`src/hdl/boot_pkg.sv`:
```
package boot_pkg;

    // shared system bus
    localparam int BUS_AW = 32;
    localparam int BUS_DW = 32;

    // serial port register map, one word each
    localparam logic [BUS_AW-1:0] SPART_TX_ADDR = 32'h0000_001C;
    localparam logic [BUS_AW-1:0] SPART_RX_ADDR = 32'h0000_001D;

    localparam logic [7:0] BANNER_CHAR = 8'h42;  // 'B'

    // boot sequence
    // banner -> count (4 bytes) -> load (4 bytes per word) -> done
    typedef enum logic [1:0] {
        BOOT_BANNER,
        BOOT_COUNT,
        BOOT_LOAD,
        BOOT_DONE
    } boot_state_t;

endpackage

```
`src/hdl/sys_bus_if.sv`:
```
`timescale 1ns/1ps

interface sys_bus_if import boot_pkg::*; ();

    logic              req;    // held by master until ack
    logic              write;
    logic [BUS_AW-1:0] addr;
    logic [BUS_DW-1:0] wdata;
    logic [BUS_DW-1:0] rdata;  // only valid with ack
    logic              ack;    // one cycle pulse from slave

    modport master (
        output req,
        output write,
        output addr,
        output wdata,
        input  rdata,
        input  ack
    );

    modport slave (
        input  req,
        input  write,
        input  addr,
        input  wdata,
        output rdata,
        output ack
    );

endinterface

```
`src/hdl/bus_arbiter.sv`:
```
`timescale 1ns/1ps

module bus_arbiter import boot_pkg::*; (
    input  logic      clk,
    input  logic      rst_n,
    sys_bus_if.slave  boot_bus,
    sys_bus_if.slave  cpu_bus,
    sys_bus_if.master slave_bus
);

    logic grant_cpu;    // 0 while the bootloader owns the bus
    logic granted_req;
    logic xfer_open;

    assign granted_req = grant_cpu ? cpu_bus.req : boot_bus.req;

    // a transfer is open from req until its ack
    assign xfer_open = granted_req && !slave_bus.ack;

    always_ff @(posedge clk or negedge rst_n) begin
        if (!rst_n) begin
            grant_cpu <= 1'b0;
        end else if (!xfer_open) begin
            // fixed priority, bootloader first
            if (boot_bus.req) begin
                grant_cpu <= 1'b0;
            end else if (cpu_bus.req) begin
                grant_cpu <= 1'b1;
            end
        end
    end

    // granted master onto the slave
    assign slave_bus.req   = granted_req;
    assign slave_bus.write = grant_cpu ? cpu_bus.write : boot_bus.write;
    assign slave_bus.addr  = grant_cpu ? cpu_bus.addr  : boot_bus.addr;
    assign slave_bus.wdata = grant_cpu ? cpu_bus.wdata : boot_bus.wdata;

    // response only to the owner
    assign boot_bus.ack   = !grant_cpu && slave_bus.ack;
    assign cpu_bus.ack    = grant_cpu && slave_bus.ack;
    assign boot_bus.rdata = grant_cpu ? {BUS_DW{1'b0}} : slave_bus.rdata;
    assign cpu_bus.rdata  = grant_cpu ? slave_bus.rdata : {BUS_DW{1'b0}};

endmodule

```
`src/flat_wrapper.sv`:
```
// flat-port wrapper written by rule: the top's interface ports become plain ports
module bus_arbiter_flat import boot_pkg::*;
  (clk, rst_n, boot_bus_req, boot_bus_write, boot_bus_addr, boot_bus_wdata, boot_bus_rdata, boot_bus_ack, cpu_bus_req, cpu_bus_write, cpu_bus_addr, cpu_bus_wdata, cpu_bus_rdata, cpu_bus_ack, slave_bus_req, slave_bus_write, slave_bus_addr, slave_bus_wdata, slave_bus_rdata, slave_bus_ack);
  sys_bus_if boot_bus_i ();
  sys_bus_if cpu_bus_i ();
  sys_bus_if slave_bus_i ();
  input  logic clk;
  input  logic rst_n;
  input wire logic [$bits(boot_bus_i.req)-1:0] boot_bus_req;
  input wire logic [$bits(boot_bus_i.write)-1:0] boot_bus_write;
  input wire logic [$bits(boot_bus_i.addr)-1:0] boot_bus_addr;
  input wire logic [$bits(boot_bus_i.wdata)-1:0] boot_bus_wdata;
  output wire logic [$bits(boot_bus_i.rdata)-1:0] boot_bus_rdata;
  output wire logic [$bits(boot_bus_i.ack)-1:0] boot_bus_ack;
  input wire logic [$bits(cpu_bus_i.req)-1:0] cpu_bus_req;
  input wire logic [$bits(cpu_bus_i.write)-1:0] cpu_bus_write;
  input wire logic [$bits(cpu_bus_i.addr)-1:0] cpu_bus_addr;
  input wire logic [$bits(cpu_bus_i.wdata)-1:0] cpu_bus_wdata;
  output wire logic [$bits(cpu_bus_i.rdata)-1:0] cpu_bus_rdata;
  output wire logic [$bits(cpu_bus_i.ack)-1:0] cpu_bus_ack;
  output wire logic [$bits(slave_bus_i.req)-1:0] slave_bus_req;
  output wire logic [$bits(slave_bus_i.write)-1:0] slave_bus_write;
  output wire logic [$bits(slave_bus_i.addr)-1:0] slave_bus_addr;
  output wire logic [$bits(slave_bus_i.wdata)-1:0] slave_bus_wdata;
  input wire logic [$bits(slave_bus_i.rdata)-1:0] slave_bus_rdata;
  input wire logic [$bits(slave_bus_i.ack)-1:0] slave_bus_ack;
  assign boot_bus_i.req = boot_bus_req;
  assign boot_bus_i.write = boot_bus_write;
  assign boot_bus_i.addr = boot_bus_addr;
  assign boot_bus_i.wdata = boot_bus_wdata;
  assign boot_bus_rdata = boot_bus_i.rdata;
  assign boot_bus_ack = boot_bus_i.ack;
  assign cpu_bus_i.req = cpu_bus_req;
  assign cpu_bus_i.write = cpu_bus_write;
  assign cpu_bus_i.addr = cpu_bus_addr;
  assign cpu_bus_i.wdata = cpu_bus_wdata;
  assign cpu_bus_rdata = cpu_bus_i.rdata;
  assign cpu_bus_ack = cpu_bus_i.ack;
  assign slave_bus_req = slave_bus_i.req;
  assign slave_bus_write = slave_bus_i.write;
  assign slave_bus_addr = slave_bus_i.addr;
  assign slave_bus_wdata = slave_bus_i.wdata;
  assign slave_bus_i.rdata = slave_bus_rdata;
  assign slave_bus_i.ack = slave_bus_ack;
  bus_arbiter u_core (.clk(clk), .rst_n(rst_n), .boot_bus(boot_bus_i), .cpu_bus(cpu_bus_i), .slave_bus(slave_bus_i));
endmodule
```
`config.mk`:
```
export PLATFORM = sky130hd
export DESIGN_NAME = bus_arbiter_flat
export DESIGN_NICKNAME = d
export VERILOG_FILES = /design/src/hdl/boot_pkg.sv /design/src/hdl/sys_bus_if.sv /design/src/hdl/bus_arbiter.sv /design/src/flat_wrapper.sv
export SDC_FILE = /design/constraint.sdc
export NUM_CORES = 1
export LEC_CHECK = 0
export BUFFER_PORTS_ARGS = -buffer_cell sky130_fd_sc_hd__buf_2
export CORE_AREA = 3 3 116 118
export DETAILED_ROUTE_END_ITERATION = 10
export DIE_AREA = 0 0 119 121
export GPL_ROUTABILITY_DRIVEN = 0
export SLEW_MARGIN = 20
export SYNTH_ARGS = -nofsm -noshare
export SYNTH_HDL_FRONTEND = slang
export SYNTH_SLANG_ARGS = --single-unit
```
`constraint.sdc`:
```
create_clock -name clk -period 3.5 [get_ports clk]
set_clock_uncertainty 0.15 [all_clocks]
set_input_delay 0.175 -clock clk [delete_from_list [all_inputs] [get_ports clk]]
set_output_delay 0.175 -clock clk [all_outputs]
set_load 0.1 [all_outputs]
```
==> flow_summary.ini, run 1 <==
[floorplanning]
floorplan.die_area_um2 = 14400
num_io_pins = 299
initial_core_util_pct = 10.6
fp.dieW_um = 119
die_y_um = 121
rows = 41
coreArea_um2 = 12600

[setup_path]
r2r_cells = 2
r2r-end = u_core.grant_cpu
endpoint_kind = output port
arrival_ns = 1.93
critPathLaunchType = flip-flop
regToRegSetupSlack_ns = 2.15
crit_required_ns = 3.17
rr_startpoint = u_core.grant_cpu
cp-startpoint = u_core.grant_cpu
crit_fanout = 77
setup.worst_path.end = slave_bus_wdata[18]
path_class = reg -> out

[drt]
via_per_inst = 3.66
ant_nets = 0
dr.pass1.iters = 4
wirelength_um = 9120
drt_iter0_drc = 87
drc = 0
post_drt_wl_per_cell_um = 15.0
vias = 2226

[grt]
grt_max_degree = 78
met1_usage_pct = 15.1
grt_pass1_vias = 2293
busiest_layer = met2
antenna_found_initial = 0
grt_util_met3_pct = 2.10
grt_overflow = 0
gr-usage-all-layers_pct = 11.1
grt_use_met2_pct = 19.5
grt_pass1_wl_um = 12800

[pwr]
power_density_nw_per_um2 = 488
p_int_mw = 0.270
seqPwrFrac_pct = 2.4
clkPwrFrac_pct = 0
comb_power_share_pct = 97.6
p_sw_mw = 1.16
p_leak_nw = 1.68
switching_share_pct = 81.2
ir_drop_v = 0.000256
total_power_mw = 1.43

[sta]
setup_slack_ns = 1.25
tightest_slew_ns = 0.658
drv_slew = 0
setup-violations-final = 0
fmax_ghz = 0.444
hold_viol = 0
relSlewSlack_pct = 56.2
period_share_pct = 64.3
period_needed_ns = 2.25
setup_tns_ns = 0
rsz0062_at_grt = no

[placed_design]
dp_slack_ns = 1.27
numPortBuffers = 298
dp_cells = 608
hpwlAfterDp_um = 8290

[synth]
ys_seq_elements = 1
synth_warnings = 0
netlist_area_um2 = 1330
yosysMostFrequentCell = mux2_2
postSynthAreaPerCell_um2 = 8.73
synth-seq-area-share_pct = 1.89
netlist_instances = 152
synth_fp_nets = 319
synth_top_area_share_pct = 55.2
netlist_top_cells_area = mux2_2 55%, and2_1 16%, nor2b_1 16%
synthArstFlopShare_pct = 100
yosys-top-cells-count = 65 x mux2_2, 33 x and2_1, 33 x nor2b_1
synthFlopType = dfrtp_1
synth_edf_count = 0
synth_top_cell_by_area = mux2_2
ys_types = 12

[clock_network]
clk_pin_slew_ns = 0
post_cts_buffers = 0
insertion_delay_ns = 0
cts.repair.resized = 0
cts_hold_buf = 1

[final_layout]
regMostFlops = u_core.grant_cpu
reg_top3 = u_core.grant_cpu (1)
final_layout_size_suffix_gt1_share_pct = 83.5
final_cells = 609
largest_register_ffs = 1
layout.nets = 606
antenna_cells = 0
utilization_pct = 23.4
area_delta_synth_final_pct = 121

[run_status]
status = finished clean

[worst_hold_path]
hold_path_class = in -> reg

[flow_run]
maxCapViolCount = 0
==> cell families (layout without fill, tap and decap cells) <==
logic type | after synthesis | after routing | synth area share, %
AND/OR/NAND/NOR | 67 | 67 | 31.4
multiplexers | 65 | 65 | 55.2
buffers and inverters | 16 | 301 | 10.2
AO/OA/AOI/OAI | 3 | 3 | 1.32
flip-flops | 1 | 1 | 1.89
==> layout by cell type (no fill, tap or decap) <==
cell type	count
o21ai_1	1
dfrtp_4	1
nand2_1	1
o21bai_1	1
buf_12	1
o21ai_0	1
dlygate4sd3_1	1
nor2b_1	33
and2_1	33
inv_1	1
buf_2	298
mux2_2	65
==> routing by layer <==
metal | vias up | share of wire, %
li1 | 1082 | -
met1 | 966 | 44
met2 | 178 | 46
met3 | 0 | 9.7
met4 | 0 | 0
met5 | - | 0
==> cell type report <==
| type | count | area, um2 |
|---|---|---|
| inverter | 1 | 3.75 |
| sequential | 1 | 28.8 |
| timing repair buffer | 300 | 1520 |
| tap | 172 | 215 |
| fill | 1413 | 9630 |
| multi-input combinational | 135 | 1170 |
==> power groups by stage <==
stage / clock network (mW) / logic, mW / registers [mW]
2_1_floorplan: 0 / 1.20 / 0.0133
3_3_place_gp: 0 / 1.40 / 0.0339
3_5_place_dp: 0 / 1.40 / 0.0339
4_1_cts: 0 / 1.41 / 0.0339
5_1_grt: 0 / 1.44 / 0.0366
6_report: 0 / 1.40 / 0.0339
==> worst min path at each step <==
stage / startpoint / end / slack (ns) / depth (start not counted)
final: slave_bus_ack / u_core.grant_cpu / 0.25 / 2
after CTS: slave_bus_ack / u_core.grant_cpu / 0.26 / 2
after detailed placement: rst_n / u_core.grant_cpu / -0.20 / 1
after global routing: slave_bus_ack / u_core.grant_cpu / 0.29 / 2
after global placement: rst_n / u_core.grant_cpu / -0.20 / 1
after floorplan: rst_n / u_core.grant_cpu / -0.27 / 0
==> metrics by stage <==
stage	instance area, um2	hold WS, ns
global route	2940	0.285
CTS	2940	0.256
global placement	2930	-0.199
finish	2940	0.252
floorplan	1330	-0.271
detailed placement	2930	-0.198
==> worst max-delay path, cell delays in order (launching register included) <==
cell,delay (ns)
dfrtp_4,0.83
buf_12,0.34
mux2_2,0.39
buf_2,0.30
No activity file was read; power rests on OpenSTA's default activity.
==> run 2: changes to the inputs <==
ABC_AREA = 1   (was not set)
CORE_AREA = 3 3 114 116   (was 3 3 116 118)
DIE_AREA = 0 0 117 119   (was 0 0 119 121)
clock period = 2.3 ns   (was 3.5 ns; I/O delays follow)
==> flow_summary.ini, run 2 <==
[worst_hold_path]
hold_path_class = in -> reg

[drt]
post_drt_wl_per_cell_um = 9.81
wirelength_um = 7670
ant_nets = 0
dr.pass1.iters = 4
drc = 0
via_per_inst = 3.63
drt_iter0_drc = 90
vias = 2837

[sta]
fmax_ghz = 0.543
setup-violations-final = 0
rsz0062_at_grt = no
tightest_slew_ns = 0.507
hold_viol = 0
period_needed_ns = 1.84
drv_slew = 0
relSlewSlack_pct = 66.4
worst_hold_slack_ns = 0.244
period_share_pct = 80.1

[placed_design]
place_area_um2 = 4030
hpwlAfterDp_um = 6940
numPortBuffers = 298

[synth]
postSynthAreaPerCell_um2 = 4.14
yosysMostFrequentCell = inv_1
ys_seq_elements = 1
ys_types = 9
synth_warnings = 0
yosys-top-cells-count = 132 x inv_1, 100 x nand2_1, 55 x o21ai_0
netlist_instances = 356
synth_fp_nets = 523
synth-seq-area-share_pct = 1.70
synth_top_area_share_pct = 33.6
netlist_top_cells_area = inv_1 34%, nand2_1 25%, o21ai_0 19%
synth_edf_count = 0
synth_top_cell_by_area = inv_1
synthFlopType = dfrtp_1
synthArstFlopShare_pct = 100
netlist_area_um2 = 1470

[final_layout]
multiInputGateArea_um2 = 840
regMostFlops = u_core.grant_cpu
reg_top3 = u_core.grant_cpu (1)
seqCellArea_um2 = 28.8
layout.nets = 804
nFillCells = 1308
area_delta_synth_final_pct = 174
utilization_pct = 33.6
final_common_cell = buf_2
final_area_um2 = 4040
mostFrequentLayoutCells = 235 x buf_2, 132 x inv_1, 100 x nand2_1
antenna_cells = 0
largest_register_ffs = 1
final_layout_size_suffix_gt1_share_pct = 47.4

[clock_network]
post_cts_buffers = 0
clk_pin_slew_ns = 0
insertion_delay_ns = 0

[grt]
gr-usage-all-layers_pct = 9.54
grt_pass1_wl_um = 11300
antenna_found_initial = 0
grt_max_degree = 90
grt_pass1_vias = 2452
grt_overflow = 0

[setup_path]
crit_required_ns = 2.04
crit_fanout = 89
endpoint_kind = output port
critPathLaunchType = flip-flop
arrival_ns = 1.58
path_class = reg -> out

[floorplanning]
coreArea_um2 = 12000
fp.dieW_um = 117
die_y_um = 119
num_io_pins = 299
rows = 40
initial_core_util_pct = 12.3
floorplan.die_area_um2 = 13900

[run_status]
status = finished clean

[flow_run]
maxCapViolCount = 0

[pwr]
ir_drop_v = 0.000336
total_power_mw = 2.65
p_leak_nw = 2.70
power_density_nw_per_um2 = 657
-- run 2: cell count changes after synthesis, moves of 54 or more --
| cell | change |
|---|---|
| o21ai_0 | +54 |
| nand2_1 | +99 |
| mux2_2 | -65 |
| inv_1 | +131 |
-- run 2: area by class of cell --
cell class              count  area share, %
well taps                 147           4.56
repair buffers            301           61.6
flip-flops and latches      1          0.713
inverters                 132           12.3
multi-input cells         201           20.8
-- run 2: cells by family (layout without fill, tap and decap cells) --
logic type	after synthesis	in the layout	synth area share [%]
buf+inv	154	433	41.3
compound gates	67	67	22.8
simple gates	134	134	34.2
flops	1	1	1.70
-- run 2: final timing paths --
check	from	endpoint	slack [ns]	cells past startpoint
max in group asynchronous	rst_n	u_core.grant_cpu	1.59	2
worst max-delay path	u_core.grant_cpu	slave_bus_wdata[31]	0.46	4
worst min-delay path	cpu_bus_req	u_core.grant_cpu	0.24	3
min in group asynchronous	rst_n	u_core.grant_cpu	0.31	2
worst max register to register	u_core.grant_cpu	u_core.grant_cpu	0.90	3
worst min register to register	u_core.grant_cpu	u_core.grant_cpu	0.97	3
-- run 2: where the power goes --
| part | leakage [nW] | total [mW] | internal, mW | switching [mW] |
|---|---|---|---|---|
| Clock | 0 | 0 | 0 | 0 |
| Combinational | 2.69 | 2.62 | 0.644 | 1.97 |
| Sequential | 0.0110 | 0.0338 | 0.0207 | 0.0130 |
| Total | 2.70 | 2.65 | 0.665 | 1.98 |
-- run 2: what timing repair did --
action / CTS / global route
gates resized for setup: 0 / 0
endpoints found under the hold margin: 1 / 0
hold buffers: 1 / 0
-- run 2: metrics by stage --
step / std cells / setup TNS, ns / setup slack, ns
6_report: 782 / 0 / 0.458
5_1_grt: 782 / 0 / 0.333
4_1_cts: 782 / 0 / 0.408
3_5_place_dp: 781 / 0 / 0.405
3_3_place_gp: 781 / 0 / 0.428
2_1_floorplan: 356 / -26.86 / -0.746
-- run 2: critical path, cell delays in order (launching register included) --
cell and delay, ns:
dfrtp_4 0.58, buf_12 0.33, nand2_1 0.07, o21ai_0 0.11
buf_2 0.47
-- run 2: routing by layer --
layer,routed length [um],GRT usage (%),part of all wire (%),vias to the layer above
met3,926,1.88,12,0
li1,-,-,-,1542
met4,0,0.143,0,0
met2,3890,19.0,51,171
met5,0,0,0,-
met1,2850,10.7,37,1124
==> run 3: changes to the inputs <==
clock period = 1.7 ns   (was 2.3 ns; I/O delays follow)
==> flow_summary.ini, run 3 (same netlist as run 2, synthesis figures left out) <==
[setup_path]
endpoint_kind = output port
crit_required_ns = 1.46
setup.worst_path.end = slave_bus_wdata[7]
r2r_cells = 3
slowest_delay_ns = 0.48
critPathLaunchType = flip-flop
crit_path_frequent_cell = buf_12
path_cells = buf_12, buf_4, o21ai_1, buf_12
rr_startpoint = u_core.grant_cpu
path_class = reg -> out
cp-startpoint = u_core.grant_cpu
crit_fanout = 31
crit_path_top_delay_cell = dfrtp_4
arrival_ns = 1.33
r2r-end = u_core.grant_cpu
regToRegSetupSlack_ns = 0.58

[drt]
vias = 2934
wirelength_um = 9120
dr.pass1.iters = 4
drc = 0
post_drt_wl_per_cell_um = 11.5
drt_iter0_drc = 65
via_per_inst = 3.71
ant_nets = 0

[clock_network]
post_cts_buffers = 0
cts.repair.resized = 0
insertion_delay_ns = 0
cts_hold_buf = 1
clk_pin_slew_ns = 0

[placed_design]
numPortBuffers = 298
dp_slack_ns = 0.122
place_area_um2 = 5430
hpwlAfterDp_um = 8810

[grt]
grt_pass1_vias = 2756
grt_overflow = 0
antenna_found_initial = 0
grt_max_degree = 32
grt_pass1_wl_um = 13400
gr-usage-all-layers_pct = 11.7

[final_layout]
final_common_cell = buf_2
area_delta_synth_final_pct = 269
mostFrequentLayoutCells = 166 x buf_2, 139 x buf_12, 132 x inv_1
regMostFlops = u_core.grant_cpu
antenna_cells = 0
final_layout_size_suffix_gt1_share_pct = 52.5
largest_register_ffs = 1
nFillCells = 1159
layout.nets = 813
reg_top3 = u_core.grant_cpu (1)
final_area_um2 = 5440

[sta]
setup_slack_ns = 0.137
setup-violations-final = 0
hold_viol = 0
period_share_pct = 91.9
worst_hold_slack_ns = 0.176
rsz0062_at_grt = no
tightest_slew_ns = 0.287
drv_slew = 0
period_needed_ns = 1.56
fmax_ghz = 0.640
relSlewSlack_pct = 80.7

[run_status]
status = finished clean

[pwr]
p_leak_nw = 3.13
power_density_nw_per_um2 = 806
ir_drop_v = 0.000368

[floorplanning]
coreArea_um2 = 12000
rows = 40
floorplan.die_area_um2 = 13900
die_y_um = 119
initial_core_util_pct = 12.3
num_io_pins = 299
fp.dieW_um = 117

[flow_run]
maxCapViolCount = 0

[worst_hold_path]
hold_path_class = in -> reg
## run 3: layout make-up
class | count | area, um2 | share of cell area [%]
Tap cell | 147 | 184 | 3.38
Inverter | 132 | 495 | 9.11
Multi-Input combinational cell | 201 | 1080 | 19.8
Timing Repair Buffer | 310 | 3650 | 67.2
Sequential cell | 1 | 28.8 | 0.529
## run 3: worst min-delay path by stage
stage,start,endpoint,cells past startpoint
2_1_floorplan,rst_n,u_core.grant_cpu,0
3_3_place_gp,rst_n,u_core.grant_cpu,1
3_5_place_dp,rst_n,u_core.grant_cpu,1
4_1_cts,cpu_bus_req,u_core.grant_cpu,3
5_1_grt,cpu_bus_req,u_core.grant_cpu,3
6_report,cpu_bus_req,u_core.grant_cpu,3
## run 3: per-stage QoR
stage | TNS [ns] | instances | util, % | power, mW
6_report | 0 | 791 | 45.3 | 4.38
5_1_grt | 0 | 791 | 45.3 | 4.53
4_1_cts | 0 | 791 | 45.3 | 4.42
3_5_place_dp | 0 | 790 | 45.2 | 4.42
3_3_place_gp | 0 | 790 | 45.2 | 4.40
2_1_floorplan | -39.90 | 356 | - | 2.69
## run 3: per-layer routing
metal / global-route usage [%] / vias to the layer above / wire length, um
met3: 2.90 / 2 / 1070
met1: 12.1 / 1197 / 3100
li1: - / 1560 / -
met4: 0.287 / 0 / 28
met5: 0 / - / 0
met2: 24.2 / 175 / 4930
## run 3: power by group
group | switching (mW) | internal (mW)
logic | 2.89 | 1.46
clock network | 0 | 0
registers | 0.00355 | 0.0281
## run 3: worst max-delay path: cells and delay by family, from the launching register on
| kind | cells | cell delay (ns) |
|---|---|---|
| compound gates | 1 | 0.27 |
| buf+inv | 3 | 0.58 |
| flops | 1 | 0.48 |
