$ cat src/hdl/boot_pkg.sv
package boot_pkg;

    // shared system bus
    localparam int BUS_AW = 32;
    localparam int BUS_DW = 32;

    // serial port register map, one word each
    localparam logic [BUS_AW-1:0] SPART_TX_ADDR = 32'h0000_001C;
    localparam logic [BUS_AW-1:0] SPART_RX_ADDR = 32'h0000_001D;

    localparam logic [7:0] BANNER_CHAR = 8'h42;  // 'B'

    // boot sequence
    // banner -> count (4 bytes) -> load (4 bytes per word) -> done
    typedef enum logic [1:0] {
        BOOT_BANNER,
        BOOT_COUNT,
        BOOT_LOAD,
        BOOT_DONE
    } boot_state_t;

endpackage

$ cat src/hdl/sys_bus_if.sv
`timescale 1ns/1ps

interface sys_bus_if import boot_pkg::*; ();

    logic              req;    // held by master until ack
    logic              write;
    logic [BUS_AW-1:0] addr;
    logic [BUS_DW-1:0] wdata;
    logic [BUS_DW-1:0] rdata;  // only valid with ack
    logic              ack;    // one cycle pulse from slave

    modport master (
        output req,
        output write,
        output addr,
        output wdata,
        input  rdata,
        input  ack
    );

    modport slave (
        input  req,
        input  write,
        input  addr,
        input  wdata,
        output rdata,
        output ack
    );

endinterface

$ cat src/hdl/bootloader.sv
`timescale 1ns/1ps

module bootloader import boot_pkg::*; #(
    parameter int IMEM_AW = 14
) (
    input  logic               clk,
    input  logic               rst_n,
    sys_bus_if.master          bus,
    output logic [3:0]         wr_strobe_o,
    output logic [IMEM_AW-1:0] wr_addr_o,
    output logic [31:0]        wr_data_o,
    output logic               boot_done_o
);

    boot_state_t        state;
    boot_state_t        state_nxt;
    logic               req_q;
    logic [1:0]         byte_cnt;    // byte within count or word
    logic [31:0]        count_q;     // number of instructions to load
    logic [31:0]        instr_cnt;   // instructions written so far
    logic [23:0]        word_buf;    // lower three bytes of current word
    logic [IMEM_AW-1:0] addr_q;
    logic [7:0]         rx_byte;
    logic               rx_ack;
    logic               last_byte;
    logic               word_done;
    logic [31:0]        count_full;

    assign rx_byte    = bus.rdata[7:0];
    assign last_byte  = (byte_cnt == 2'd3);
    assign rx_ack     = bus.ack && ((state == BOOT_COUNT) || (state == BOOT_LOAD));
    assign word_done  = bus.ack && (state == BOOT_LOAD) && last_byte;
    // count as it stands once the top byte arrives
    assign count_full = {rx_byte, count_q[23:0]};

    // bus side, only the banner is a write
    assign bus.req   = req_q;
    assign bus.write = (state == BOOT_BANNER);
    assign bus.addr  = (state == BOOT_BANNER) ? SPART_TX_ADDR : SPART_RX_ADDR;
    assign bus.wdata = BUS_DW'(BANNER_CHAR);

    // imem write in the same cycle as the fourth byte
    assign wr_strobe_o = word_done ? 4'hf : 4'h0;
    assign wr_addr_o   = addr_q;
    assign wr_data_o   = {rx_byte, word_buf};

    assign boot_done_o = (state == BOOT_DONE);

    always_comb begin
        state_nxt = state;
        case (state)
            BOOT_BANNER: begin
                if (bus.ack) begin
                    state_nxt = BOOT_COUNT;
                end
            end
            BOOT_COUNT: begin
                if (bus.ack && last_byte) begin
                    // empty image finishes right away
                    state_nxt = (count_full == 32'd0) ? BOOT_DONE : BOOT_LOAD;
                end
            end
            BOOT_LOAD: begin
                if (word_done && (instr_cnt + 32'd1 == count_q)) begin
                    state_nxt = BOOT_DONE;
                end
            end
            default: begin
                state_nxt = BOOT_DONE;  // stays here until reset
            end
        endcase
    end

    always_ff @(posedge clk or negedge rst_n) begin
        if (!rst_n) begin
            state     <= BOOT_BANNER;
            req_q     <= 1'b0;
            byte_cnt  <= 2'd0;
            count_q   <= 32'd0;
            instr_cnt <= 32'd0;
            addr_q    <= '0;
        end else begin
            state <= state_nxt;
            req_q <= (state_nxt != BOOT_DONE);  // back to back requests
            if (rx_ack) begin
                byte_cnt <= byte_cnt + 2'd1;    // wraps after four bytes
            end
            if (bus.ack && (state == BOOT_COUNT)) begin
                count_q[8*byte_cnt +: 8] <= rx_byte;  // low byte first
            end
            if (word_done) begin
                instr_cnt <= instr_cnt + 32'd1;
                addr_q    <= addr_q + 1'b1;
            end
        end
    end

    // partial word, bytes 0 to 2
    always_ff @(posedge clk) begin
        if (bus.ack && (state == BOOT_LOAD)) begin
            case (byte_cnt)
                2'd0: word_buf[7:0]   <= rx_byte;
                2'd1: word_buf[15:8]  <= rx_byte;
                2'd2: word_buf[23:16] <= rx_byte;
                default: ;  // top byte goes straight to imem
            endcase
        end
    end

endmodule

$ cat src/flat_wrapper.sv
// flat-port wrapper written by rule: the top's interface ports become plain ports
module bootloader_flat import boot_pkg::*;
#(
    parameter int IMEM_AW = 14
)
  (clk, rst_n, wr_strobe_o, wr_addr_o, wr_data_o, boot_done_o, bus_req, bus_write, bus_addr, bus_wdata, bus_rdata, bus_ack);
  sys_bus_if bus_i ();
  input  logic clk;
  input  logic rst_n;
  output logic [3:0] wr_strobe_o;
  output logic [IMEM_AW-1:0] wr_addr_o;
  output logic [31:0] wr_data_o;
  output logic boot_done_o;
  output wire logic [$bits(bus_i.req)-1:0] bus_req;
  output wire logic [$bits(bus_i.write)-1:0] bus_write;
  output wire logic [$bits(bus_i.addr)-1:0] bus_addr;
  output wire logic [$bits(bus_i.wdata)-1:0] bus_wdata;
  input wire logic [$bits(bus_i.rdata)-1:0] bus_rdata;
  input wire logic [$bits(bus_i.ack)-1:0] bus_ack;
  assign bus_req = bus_i.req;
  assign bus_write = bus_i.write;
  assign bus_addr = bus_i.addr;
  assign bus_wdata = bus_i.wdata;
  assign bus_i.rdata = bus_rdata;
  assign bus_i.ack = bus_ack;
  bootloader #(.IMEM_AW(IMEM_AW)) u_core (.clk(clk), .rst_n(rst_n), .bus(bus_i), .wr_strobe_o(wr_strobe_o), .wr_addr_o(wr_addr_o), .wr_data_o(wr_data_o), .boot_done_o(boot_done_o));
endmodule
$ cat config.mk
export PLATFORM = sky130hd
export DESIGN_NAME = bootloader_flat
export DESIGN_NICKNAME = d
export VERILOG_FILES = /design/src/hdl/boot_pkg.sv /design/src/hdl/sys_bus_if.sv /design/src/hdl/bootloader.sv /design/src/flat_wrapper.sv
export SDC_FILE = /design/constraint.sdc
export NUM_CORES = 1
export LEC_CHECK = 0
export ABC_AREA = 1
export BUFFER_PORTS_ARGS = -buffer_cell sky130_fd_sc_hd__buf_2
export CAP_MARGIN = 10
export CORE_ASPECT_RATIO = 1.2
export CORE_MARGIN = 5
export CORE_UTILIZATION = 55
export DETAILED_ROUTE_END_ITERATION = 6
export GPL_TIMING_DRIVEN = 0
export PLACE_DENSITY_LB_ADDON = 0.05
export SYNTH_ARGS = -nofsm -noshare
export SYNTH_HDL_FRONTEND = slang
export SYNTH_SLANG_ARGS = --single-unit
$ cat constraint.sdc
create_clock -name clk -period 2.6 [get_ports clk]
set_input_delay 0 -clock clk [delete_from_list [all_inputs] [get_ports clk]]
set_output_delay 0 -clock clk [all_outputs]
set_load 0.005 [all_outputs]
==> results list, run 1 <==
- DIE WIDTH: 109 microns
- In this run the critical register-to-register path is launched from u_core.byte_cnt[0].
* Crit. End Element: register
- Timing startpoint of the critical path: u_core.byte_cnt[0]
- The final route contains 5768 vias.
- Cell with the largest stage delay on the worst path: sky130_fd_sc_hd__nor2_1
- In this run the mean area of a mapped cell was 7.69 sq um.
- STA puts the critical path data arrival time at 2.72 ns.
* Setup repair after global routing missed its margin: false
* Result of the run: completed
- Root buffer selected by CTS: sky130_fd_sc_hd__clkbuf_16
- Transition at the pin with the smallest max-transition slack: 0.999 ns
* Synth-to-Final Area Change: 19.6%
* Time the final worst path needs with I/O delays and setup: 2.45 ns
- For this run, design rule violations remaining after detail routing come to 0.
- Counting distinct cell types in the post-synthesis netlist gives 29.
- The total area inside the core boundary comes to 11600 sq um.
* Wire length of the first global-routing pass: 26700 microns
- At the end of routability-driven placement, the weighted congestion stood at 0.893.
- The most numerous cell type found on the critical path is sky130_fd_sc_hd__nand2_1.
* ANT nets after route: 0
- For this design the static power due to leakage is 3.88 nW.
- Traced cell by cell, the critical path runs through ha_1, nand2_1, nor2_1, nand2_1, o22ai_1.
* Initial core utilization: between 50% and 60%
- Initial antenna violation count: 0
* TritonCTS clock tree: built
* Category of the worst setup path launch point: register
* # port buffers: 64
- Leaving out fill and tap cells, the most frequent cell in the layout is sky130_fd_sc_hd__nand2_1.
- In the final timing run, aggregate negative setup slack is 0 ns.
- Number of synthesized flops with an enable pin: 24
* Max-slew violation count: 0
* Total detailed-routing wirelength: roughly 17000 microns
* Pin count of the biggest net entering global routing: 46
* Number of storage elements in the synthesis netlist: between 100 and 150
- Areal power density over the cells: 821 nW/um^2
- The final number of hold-violating endpoints was 0.
- Final setup skew: 0.0119 ns
- Share of flip-flops with an asynchronous set or reset: 77.6%
- The first routing iteration left 420 violations.
- Global route total overflow: 0
- Latest clock arrival within the worst-skew pair: approximately 0.37 ns
* Detail Placement HPWL: between 10000 and 15000 microns
- Vias in the first global route: 5294
- The filler cells instantiated in the layout total 1022.
- On the worst path, the slowest cell contributes a delay of 0.78 ns.
- Row generation in the floorplan step produced 43 rows.
- Cells fill 67.2% of the core in the end.
* Max Fclk: just over 0.4 GHz
* Count of nets after finishing: ~1100
- Fraction of layout instances using a drive strength above 1: 18.7%
- The pre-antenna-repair detailed-routing pass consisted of 5 iterations.
* TritonCTS sink count: 107
- Number of clock buffers inserted by TritonCTS: 9
- Clock-pin slew on the worst setup and hold paths: ~0.08 ns
- Cell area after synthesis: 6530 sq um
- Setup violations remaining at the end of the flow were counted as 0.
* Most frequent cells in the layout: 229 x sky130_fd_sc_hd__nand2_1, 98 x sky130_fd_sc_hd__inv_1, 96 x sky130_fd_sc_hd__nand3_1
- Headroom to the max-slew limit came out at between 30% and 40%.
- Maximum vdd ir drop: 0.000517 V
- Dividing the detail-routed wire length by the instance count gives roughly 15 microns.
- Worst hold-check path type: in -> async
* Total die area: 14200 sq um
- Count of boundary I/O pins: 152
- Startpoint-to-endpoint class of the critical path: reg -> reg
- The clock passes through at most 2 buffers.
* CP required: 2.87 ns
- Vias per cell: 4.96
- Number of H-tree levels: 3
* Die Y: 129 microns
- Max cap viols: 0
- In the global route stage, overall resource usage came out at 24.8%.
* Antenna diode instance count: 0
- The share of the Yosys chip area taken by registers is ~43%.
* Most instantiated flip-flop cell in the synthesis netlist: sky130_fd_sc_hd__dfrtp_1
- The final critical path takes up 94.3% of the cycle.
- Post-Synthesis Cells: 849
* Peak fanout along the critical path: 10
* Synthesis Warnings: 0
where the power goes:
part | switching, W | total, W | internal [W]
logic | 0.00142 | 0.00233 | 0.000911
clock network | 0.000688 | 0.00146 | 0.000771
registers | 0.000447 | 0.00262 | 0.00218
worst paths after layout:
kind / end / slack (ns) / depth (start not counted)
max: u_core.count_q[27] / 0.15 / 5
min: u_core.count_q[2] / 0.17 / 2
max reg2reg: u_core.count_q[27] / 0.15 / 5
min reg2reg: u_core.wr_addr_o[13] / 0.49 / 1
max in group asynchronous: u_core.count_q[24] / 1.82 / 3
min in group clk: u_core.word_buf[21] / 0.47 / 2
kinds of logic (layout without fill, tap and decap cells):
family                   after synthesis  in the layout  synth area share (%)
AND/OR/NAND/NOR                      447            447                  29.8
AO/OA/AOI/OAI                         73             73                  6.06
flip-flops                           107            107                  42.9
XOR/XNOR                              24             24                  3.87
adder cells (fa/ha/maj)               13             13                  2.49
other                                  2             63                 0.115
buffers and inverters                183            280                  14.8
flip-flops by register name (all words and copies together), names as in the netlist:
name              count
u_core.word_buf      24
u_core.wr_addr_o     14
u_core.state          2
u_core.count_q       32
u_core.bus.req        1
u_core.instr_cnt     32
u_core.byte_cnt       2
timing repair:
action / CTS / global route
hold endpoints to repair: 70 / 0
gates resized for setup: 0 / 11
buffers inserted: 0 / 6
setup endpoints to repair: 0 / 10
hold buffers: 10 / 0
stage by stage:
stage / hold WS (ns) / cells / worst slack, ns / instance area (sq um) / total power (W)
after global placement: 0.287 / 1131 / 0.156 / 7270 / 0.00482
after global routing: 0.220 / 1164 / 0.0287 / 7810 / 0.00689
after floorplan: -0.296 / 910 / 0.591 / 6760 / 0.00416
after detailed placement: 0.0158 / 1132 / 0.135 / 7300 / 0.00486
after CTS: 0.162 / 1158 / 0.103 / 7710 / 0.00634
final: 0.171 / 1164 / 0.147 / 7810 / 0.00641
cells in the mapped netlist, types with 9 or more instances:
cell type | n | share of area (%)
sky130_fd_sc_hd__nand2_1 | 231 | 13
sky130_fd_sc_hd__nor2_1 | 80 | 4.6
sky130_fd_sc_hd__o21ai_0 | 52 | 4.0
sky130_fd_sc_hd__ha_1 | 13 | 2.5
sky130_fd_sc_hd__buf_4 | 75 | 8.6
sky130_fd_sc_hd__o22ai_1 | 15 | 1.4
sky130_fd_sc_hd__edfxtp_1 | 24 | 11
sky130_fd_sc_hd__dfrtp_1 | 83 | 32
sky130_fd_sc_hd__xor2_1 | 12 | 1.6
sky130_fd_sc_hd__xnor2_1 | 9 | 1.2
sky130_fd_sc_hd__clkbuf_1 | 10 | 0.57
sky130_fd_sc_hd__inv_1 | 98 | 5.6
sky130_fd_sc_hd__nand3_1 | 97 | 7.4
critical path, delay by kind of cell (launching register included):
kind	cells	cell delay, ns
AO/OA/AOI/OAI	1	0.29
flip-flops	1	0.44
adder cells (fa/ha/maj)	1	0.19
AND/OR/NAND/NOR	3	1.43
layout make-up:
cell class	count	area (sq um)	share of cell area, %
Clock buffer	10	229	2.93
Sequential cell	107	2800	35.8
Multi-Input combinational cell	620	3030	38.8
Inverter	98	368	4.71
Tap cell	157	196	2.51
Clock inverter	6	78.8	1.01
Timing Repair Buffer	81	508	6.50
Buffer	85	601	7.69
routing by layer:
| metal | part of all wire (%) | track usage [%] | wire length [microns] |
|---|---|---|---|
| met2 | 49 | 40.0 | 8300 |
| met5 | 0 | 0 | 0 |
| met3 | 5.7 | 3.94 | 970 |
| met1 | 42 | 32.7 | 7100 |
| met4 | 3.7 | 11.6 | 632 |
Note: power is estimated with default switching activity, not from simulation.
==> run 2, diff against run 1 <==
- ABC_AREA: 1 -> 0
- CORE_UTILIZATION: 55 -> 54
- SKIP_LAST_GASP: default -> 1
==> run 2 against run 1 <==
  * Synthesized cell count is 33% lower
  * Core utilization is 0.92 points lower
  * Clock-buffer cell count stayed put
  * Hold slack worse by 0.16 ns
  * Highest routed layer unchanged
  * Global-route usage is 2.9 points lower
  * Combinational power is 59% lower
  * Worst setup slack worse by 0.089 ns
  * Sequential power is 25% lower
  * Total power is 32% lower
  * Clock power is 4% lower
  * Non-clock buffer count is 3 lower
  * Flip-flop and latch count stayed put
==> results list, run 2 <==
- The run finished with clean final reports.
- The number of buffers created by CTS came to 9 (unchanged).
* Areal power density over the cells: 592 nW/um^2 (-28%)
- In this run the most critical hold path is launched from bus_rdata[0].
- The number of enable-type register cells in the synthesized netlist came to 24 (unchanged).
- The final number of hold-violating endpoints was 0 (unchanged).
- The total routing resource utilization after global routing came to 21.9% (-2.9 points).
- Root buffer selected by CTS: sky130_fd_sc_hd__clkbuf_16
- TritonCTS clock tree: built
* Fraction of layout instances using a drive strength above 1: 28.4% (+9.7 points)
- Max-slew violation count: 0 (unchanged)
* Time the final worst path needs with I/O delays and setup: 2.54 ns (+0.0889 ns)
* Peak fanout along the critical path: 6 (-4)
* Number of H-tree levels: 3 (unchanged)
* Pin count of the biggest net entering global routing: 48 (+4.3%)
- The critical path arrival came to 2.76 ns (+0.04 ns).
- The worst register-to-register path begins at u_core.instr_cnt[0].
- The count of distinct cell types in the synthesized netlist is 58 (+100%).
- Crit. End Element: register
- Initial antenna violation count: 0 (unchanged)
* Number of storage elements in the synthesis netlist: 107 (unchanged)
- Worst slew margin relative to its limit: 45.3% (+12 points)
- The number of global-route vias before repair was 4583 (-13%).
* Maximum vdd ir drop: 0.000427 V (-17%)
- Leading cell types by total area after synthesis: sky130_fd_sc_hd__dfrtp_1 34%, sky130_fd_sc_hd__edfxtp_1 12%, sky130_fd_sc_hd__buf_4 9.4%, sky130_fd_sc_hd__xnor2_1 7.8%, sky130_fd_sc_hd__a22o_1 4.6%
* Number of cell rows: 42 (-2.3%)
- The total length of routed wires came to 14400 microns (-16%).
- Most frequent cells in the layout: 82 x sky130_fd_sc_hd__dfrtp_1, 81 x sky130_fd_sc_hd__buf_4, 67 x sky130_fd_sc_hd__buf_2
* Startpoint-to-endpoint class of the critical path: reg -> reg
- Sequential-to-total area share from yosys stat: 46.2% (+3.3 points)
- Post-route DRC violation count: 0 (unchanged)
- Leakage power: 3.52 nW (-9.3%)
* Cell area after placement: 6810 sq um (-6.8%)
- The final routed wire length divided by cell count came to 16.9 microns (+16%).
- Final setup slack of the worst path: 0.0582 ns (-0.0889 ns)
* Final Wtd Congestion: 0.902 (+1.0%)
- The net count reported at finish was 759 (-28%).
* Final setup skew: 0.00925 ns (-0.00261 ns)
- Vias after detailed routing: 4531 (-21%)
- TritonCTS sink count: 107 (unchanged)
- ANT nets after route: 0 (unchanged)
* Most instantiated flip-flop cell in the synthesis netlist: sky130_fd_sc_hd__dfrtp_1
* TritonRoute pass-1 iters: 4 (-1)
- The number of instances in the synthesized netlist is 572 (-33%).
* Max Fclk: 0.393 GHz (-3.5%)
- Proportion of netlist area held by the largest area contributor: 34.3% (+2.4 points)
- The Yosys warning count came to 0 (unchanged).
- Detail Placement HPWL: 10800 microns (-17%)
- Cell area after synthesis: 6060 sq um (-7.1%)
- Timing startpoint of the critical path: u_core.instr_cnt[0]
- Wire length of the first global-routing pass: 23500 microns (-12%)
* Leading post-synthesis cells by instance count: 83 x sky130_fd_sc_hd__dfrtp_1, 76 x sky130_fd_sc_hd__buf_4, 54 x sky130_fd_sc_hd__xnor2_1, 39 x sky130_fd_sc_hd__nand2_1, 32 x sky130_fd_sc_hd__a22o_1
* Core Region: 11000 sq um (-5.0%)
- Clock-pin slew on the worst setup and hold paths: 0.07 ns (about the same)
* Largest registers ranked by flip-flop count: u_core.count_q x32, u_core.instr_cnt x32, u_core.word_buf x24
- Average instance area after synthesis: 10.6 sq um (+38%)
- Final instance area: 7320 sq um (-6.3%)
- The via density per instance is 5.34 (+7.8%).
* Most numerous cell in the Yosys netlist: sky130_fd_sc_hd__dfrtp_1
- The number of antenna diodes came to 0 (unchanged).
- Relative to the synthesized area, the layout overhead comes to 20.7%.
- The post-route clock period utilization came to 97.8% (+3.4 points).
* Worst hold-check path type: in -> reg
* Max cap viols: 0 (unchanged)
- Max Root-Sink Buffers: 2 (unchanged)
* Global route total overflow: 0 (unchanged)
- Number of endpoints failing setup at the final stage: 0 (unchanged)
* Setup repair after global routing missed its margin: true
- CP required: 2.82 ns (-0.05 ns)
- The y dimension of the die is 126 microns (-2.5%).
* Most common library cell in the layout ignoring fill and taps: sky130_fd_sc_hd__dfrtp_1
* Share of flip-flops with an asynchronous set or reset: 77.6% (unchanged)
- The die width was 107 microns (-2.5%).
* Cell taking the most area after synthesis: sky130_fd_sc_hd__dfrtp_1
- The worst slack at placement came to -0.735 ns (-0.870 ns).
- The boundary pin count is 152 (unchanged).
* Transition at the pin with the smallest max-transition slack: 0.819 ns (-0.180 ns)
- Initial core utilization: 54.9% (-1.2 points)
- The clock latency of the later-clocked register in the worst-skew pair was 0.35 ns (-0.02 ns).
- # port buffers: 64 (unchanged)
- Category of the worst setup path launch point: register
- The floorplan die area is 13500 sq um (-5.0%).
* Iteration-0 DRC count of the detailed router: 184 (-56%)
-- run 2: cell count changes after synthesis, moves of 19 or more --
cell / change
sky130_fd_sc_hd__xnor2_1: +45
sky130_fd_sc_hd__nor2_1: -54
sky130_fd_sc_hd__nand3_1: -74
sky130_fd_sc_hd__a22o_1: +32
sky130_fd_sc_hd__inv_1: -88
sky130_fd_sc_hd__nand2_1: -192
sky130_fd_sc_hd__o21ai_0: -47
sky130_fd_sc_hd__xor2_1: +19
-- run 2: report_power, final --
group | total (W) | switching [W] | internal, W
Sequential | 0.00197 | 0.0000939 | 0.00187
Combinational | 0.000963 | 0.000546 | 0.000417
Clock | 0.00140 | 0.000620 | 0.000782
-- run 2: logic make-up after synthesis --
kind of cell	after synthesis	share of synthesized area (%)
AOI/OAI and AO/OA	74	10.1
adders and majority gates	13	2.68
xor gates and xnor gates	87	13.1
buffers and inverters	106	11.4
and+or+nand+nor	183	16.5
other	2	0.124
DFF	107	46.2
-- run 2: metrics by stage --
step           TNS [ns]  hold WS, ns  instances  power (W)  util [%]
2_1_floorplan         0       -0.296        633    0.00254         -
3_3_place_gp      -3.36        0.366        829    0.00281      61.4
3_5_place_dp      -5.23     -0.00351        830    0.00284      61.7
4_1_cts         -0.0469      0.00571        848    0.00432      65.6
5_1_grt         -0.0860      0.00119        848    0.00456      66.3
6_report              0      0.00689        848    0.00433      66.3
-- run 2: path summary, 6_finish.rpt --
kind                                        end  slack [ns]  cells past startpoint
setup / recovery                 u_core.bus.req        0.06                     10
hold / removal               u_core.word_buf[0]       0.007                      1
setup reg to reg                 u_core.bus.req        0.06                     10
hold reg to reg            u_core.wr_addr_o[13]        0.47                      1
max in group asynchronous     u_core.count_q[4]        1.86                      3
min in group asynchronous  u_core.wr_addr_o[13]        0.16                      2
-- run 2: timing repair --
item                                   in CTS  in global routing
setup endpoints to repair                  39                 11
resized for setup                          20                 17
gates cloned                                0                  0
pin swaps                                   3                  3
endpoints found under the hold margin      36                  0
hold buffers                                1                  0
buffers inserted                            2                  2
-- run 2: final cells by class --
class                   instances  area (sq um)
fillers                       895          3720
clock buffers                  10           239
clock inverters                 6          70.1
plain buffers                  91           648
flip-flops and latches        107          2800
inverters                      10          37.5
multi-input cells             420          2960
well taps                     132           165
repair buffers                 72           400
-- run 2: critical path, stage by stage, from the launching register on --
cell and delay, ns:
sky130_fd_sc_hd__dfrtp_2 0.36, sky130_fd_sc_hd__ha_2 0.17, sky130_fd_sc_hd__buf_6 0.11, sky130_fd_sc_hd__nand2_2 0.09, sky130_fd_sc_hd__or4_4 0.53, sky130_fd_sc_hd__buf_6 0.15
sky130_fd_sc_hd__nor3_2 0.20, sky130_fd_sc_hd__a41o_1 0.21, sky130_fd_sc_hd__o21ai_0 0.09, sky130_fd_sc_hd__a2111oi_2 0.36, sky130_fd_sc_hd__a21oi_1 0.13
-- run 2: layer usage --
metal	wire length [microns]	part of all wire, %	vias to the layer above	global-route usage (%)
met2	7010	49	155	36.3
met4	484	3.4	0	9.33
met1	6050	42	2147	27.6
li1	-	-	2201	-
met5	0	0	-	0
met3	807	5.6	28	4.81
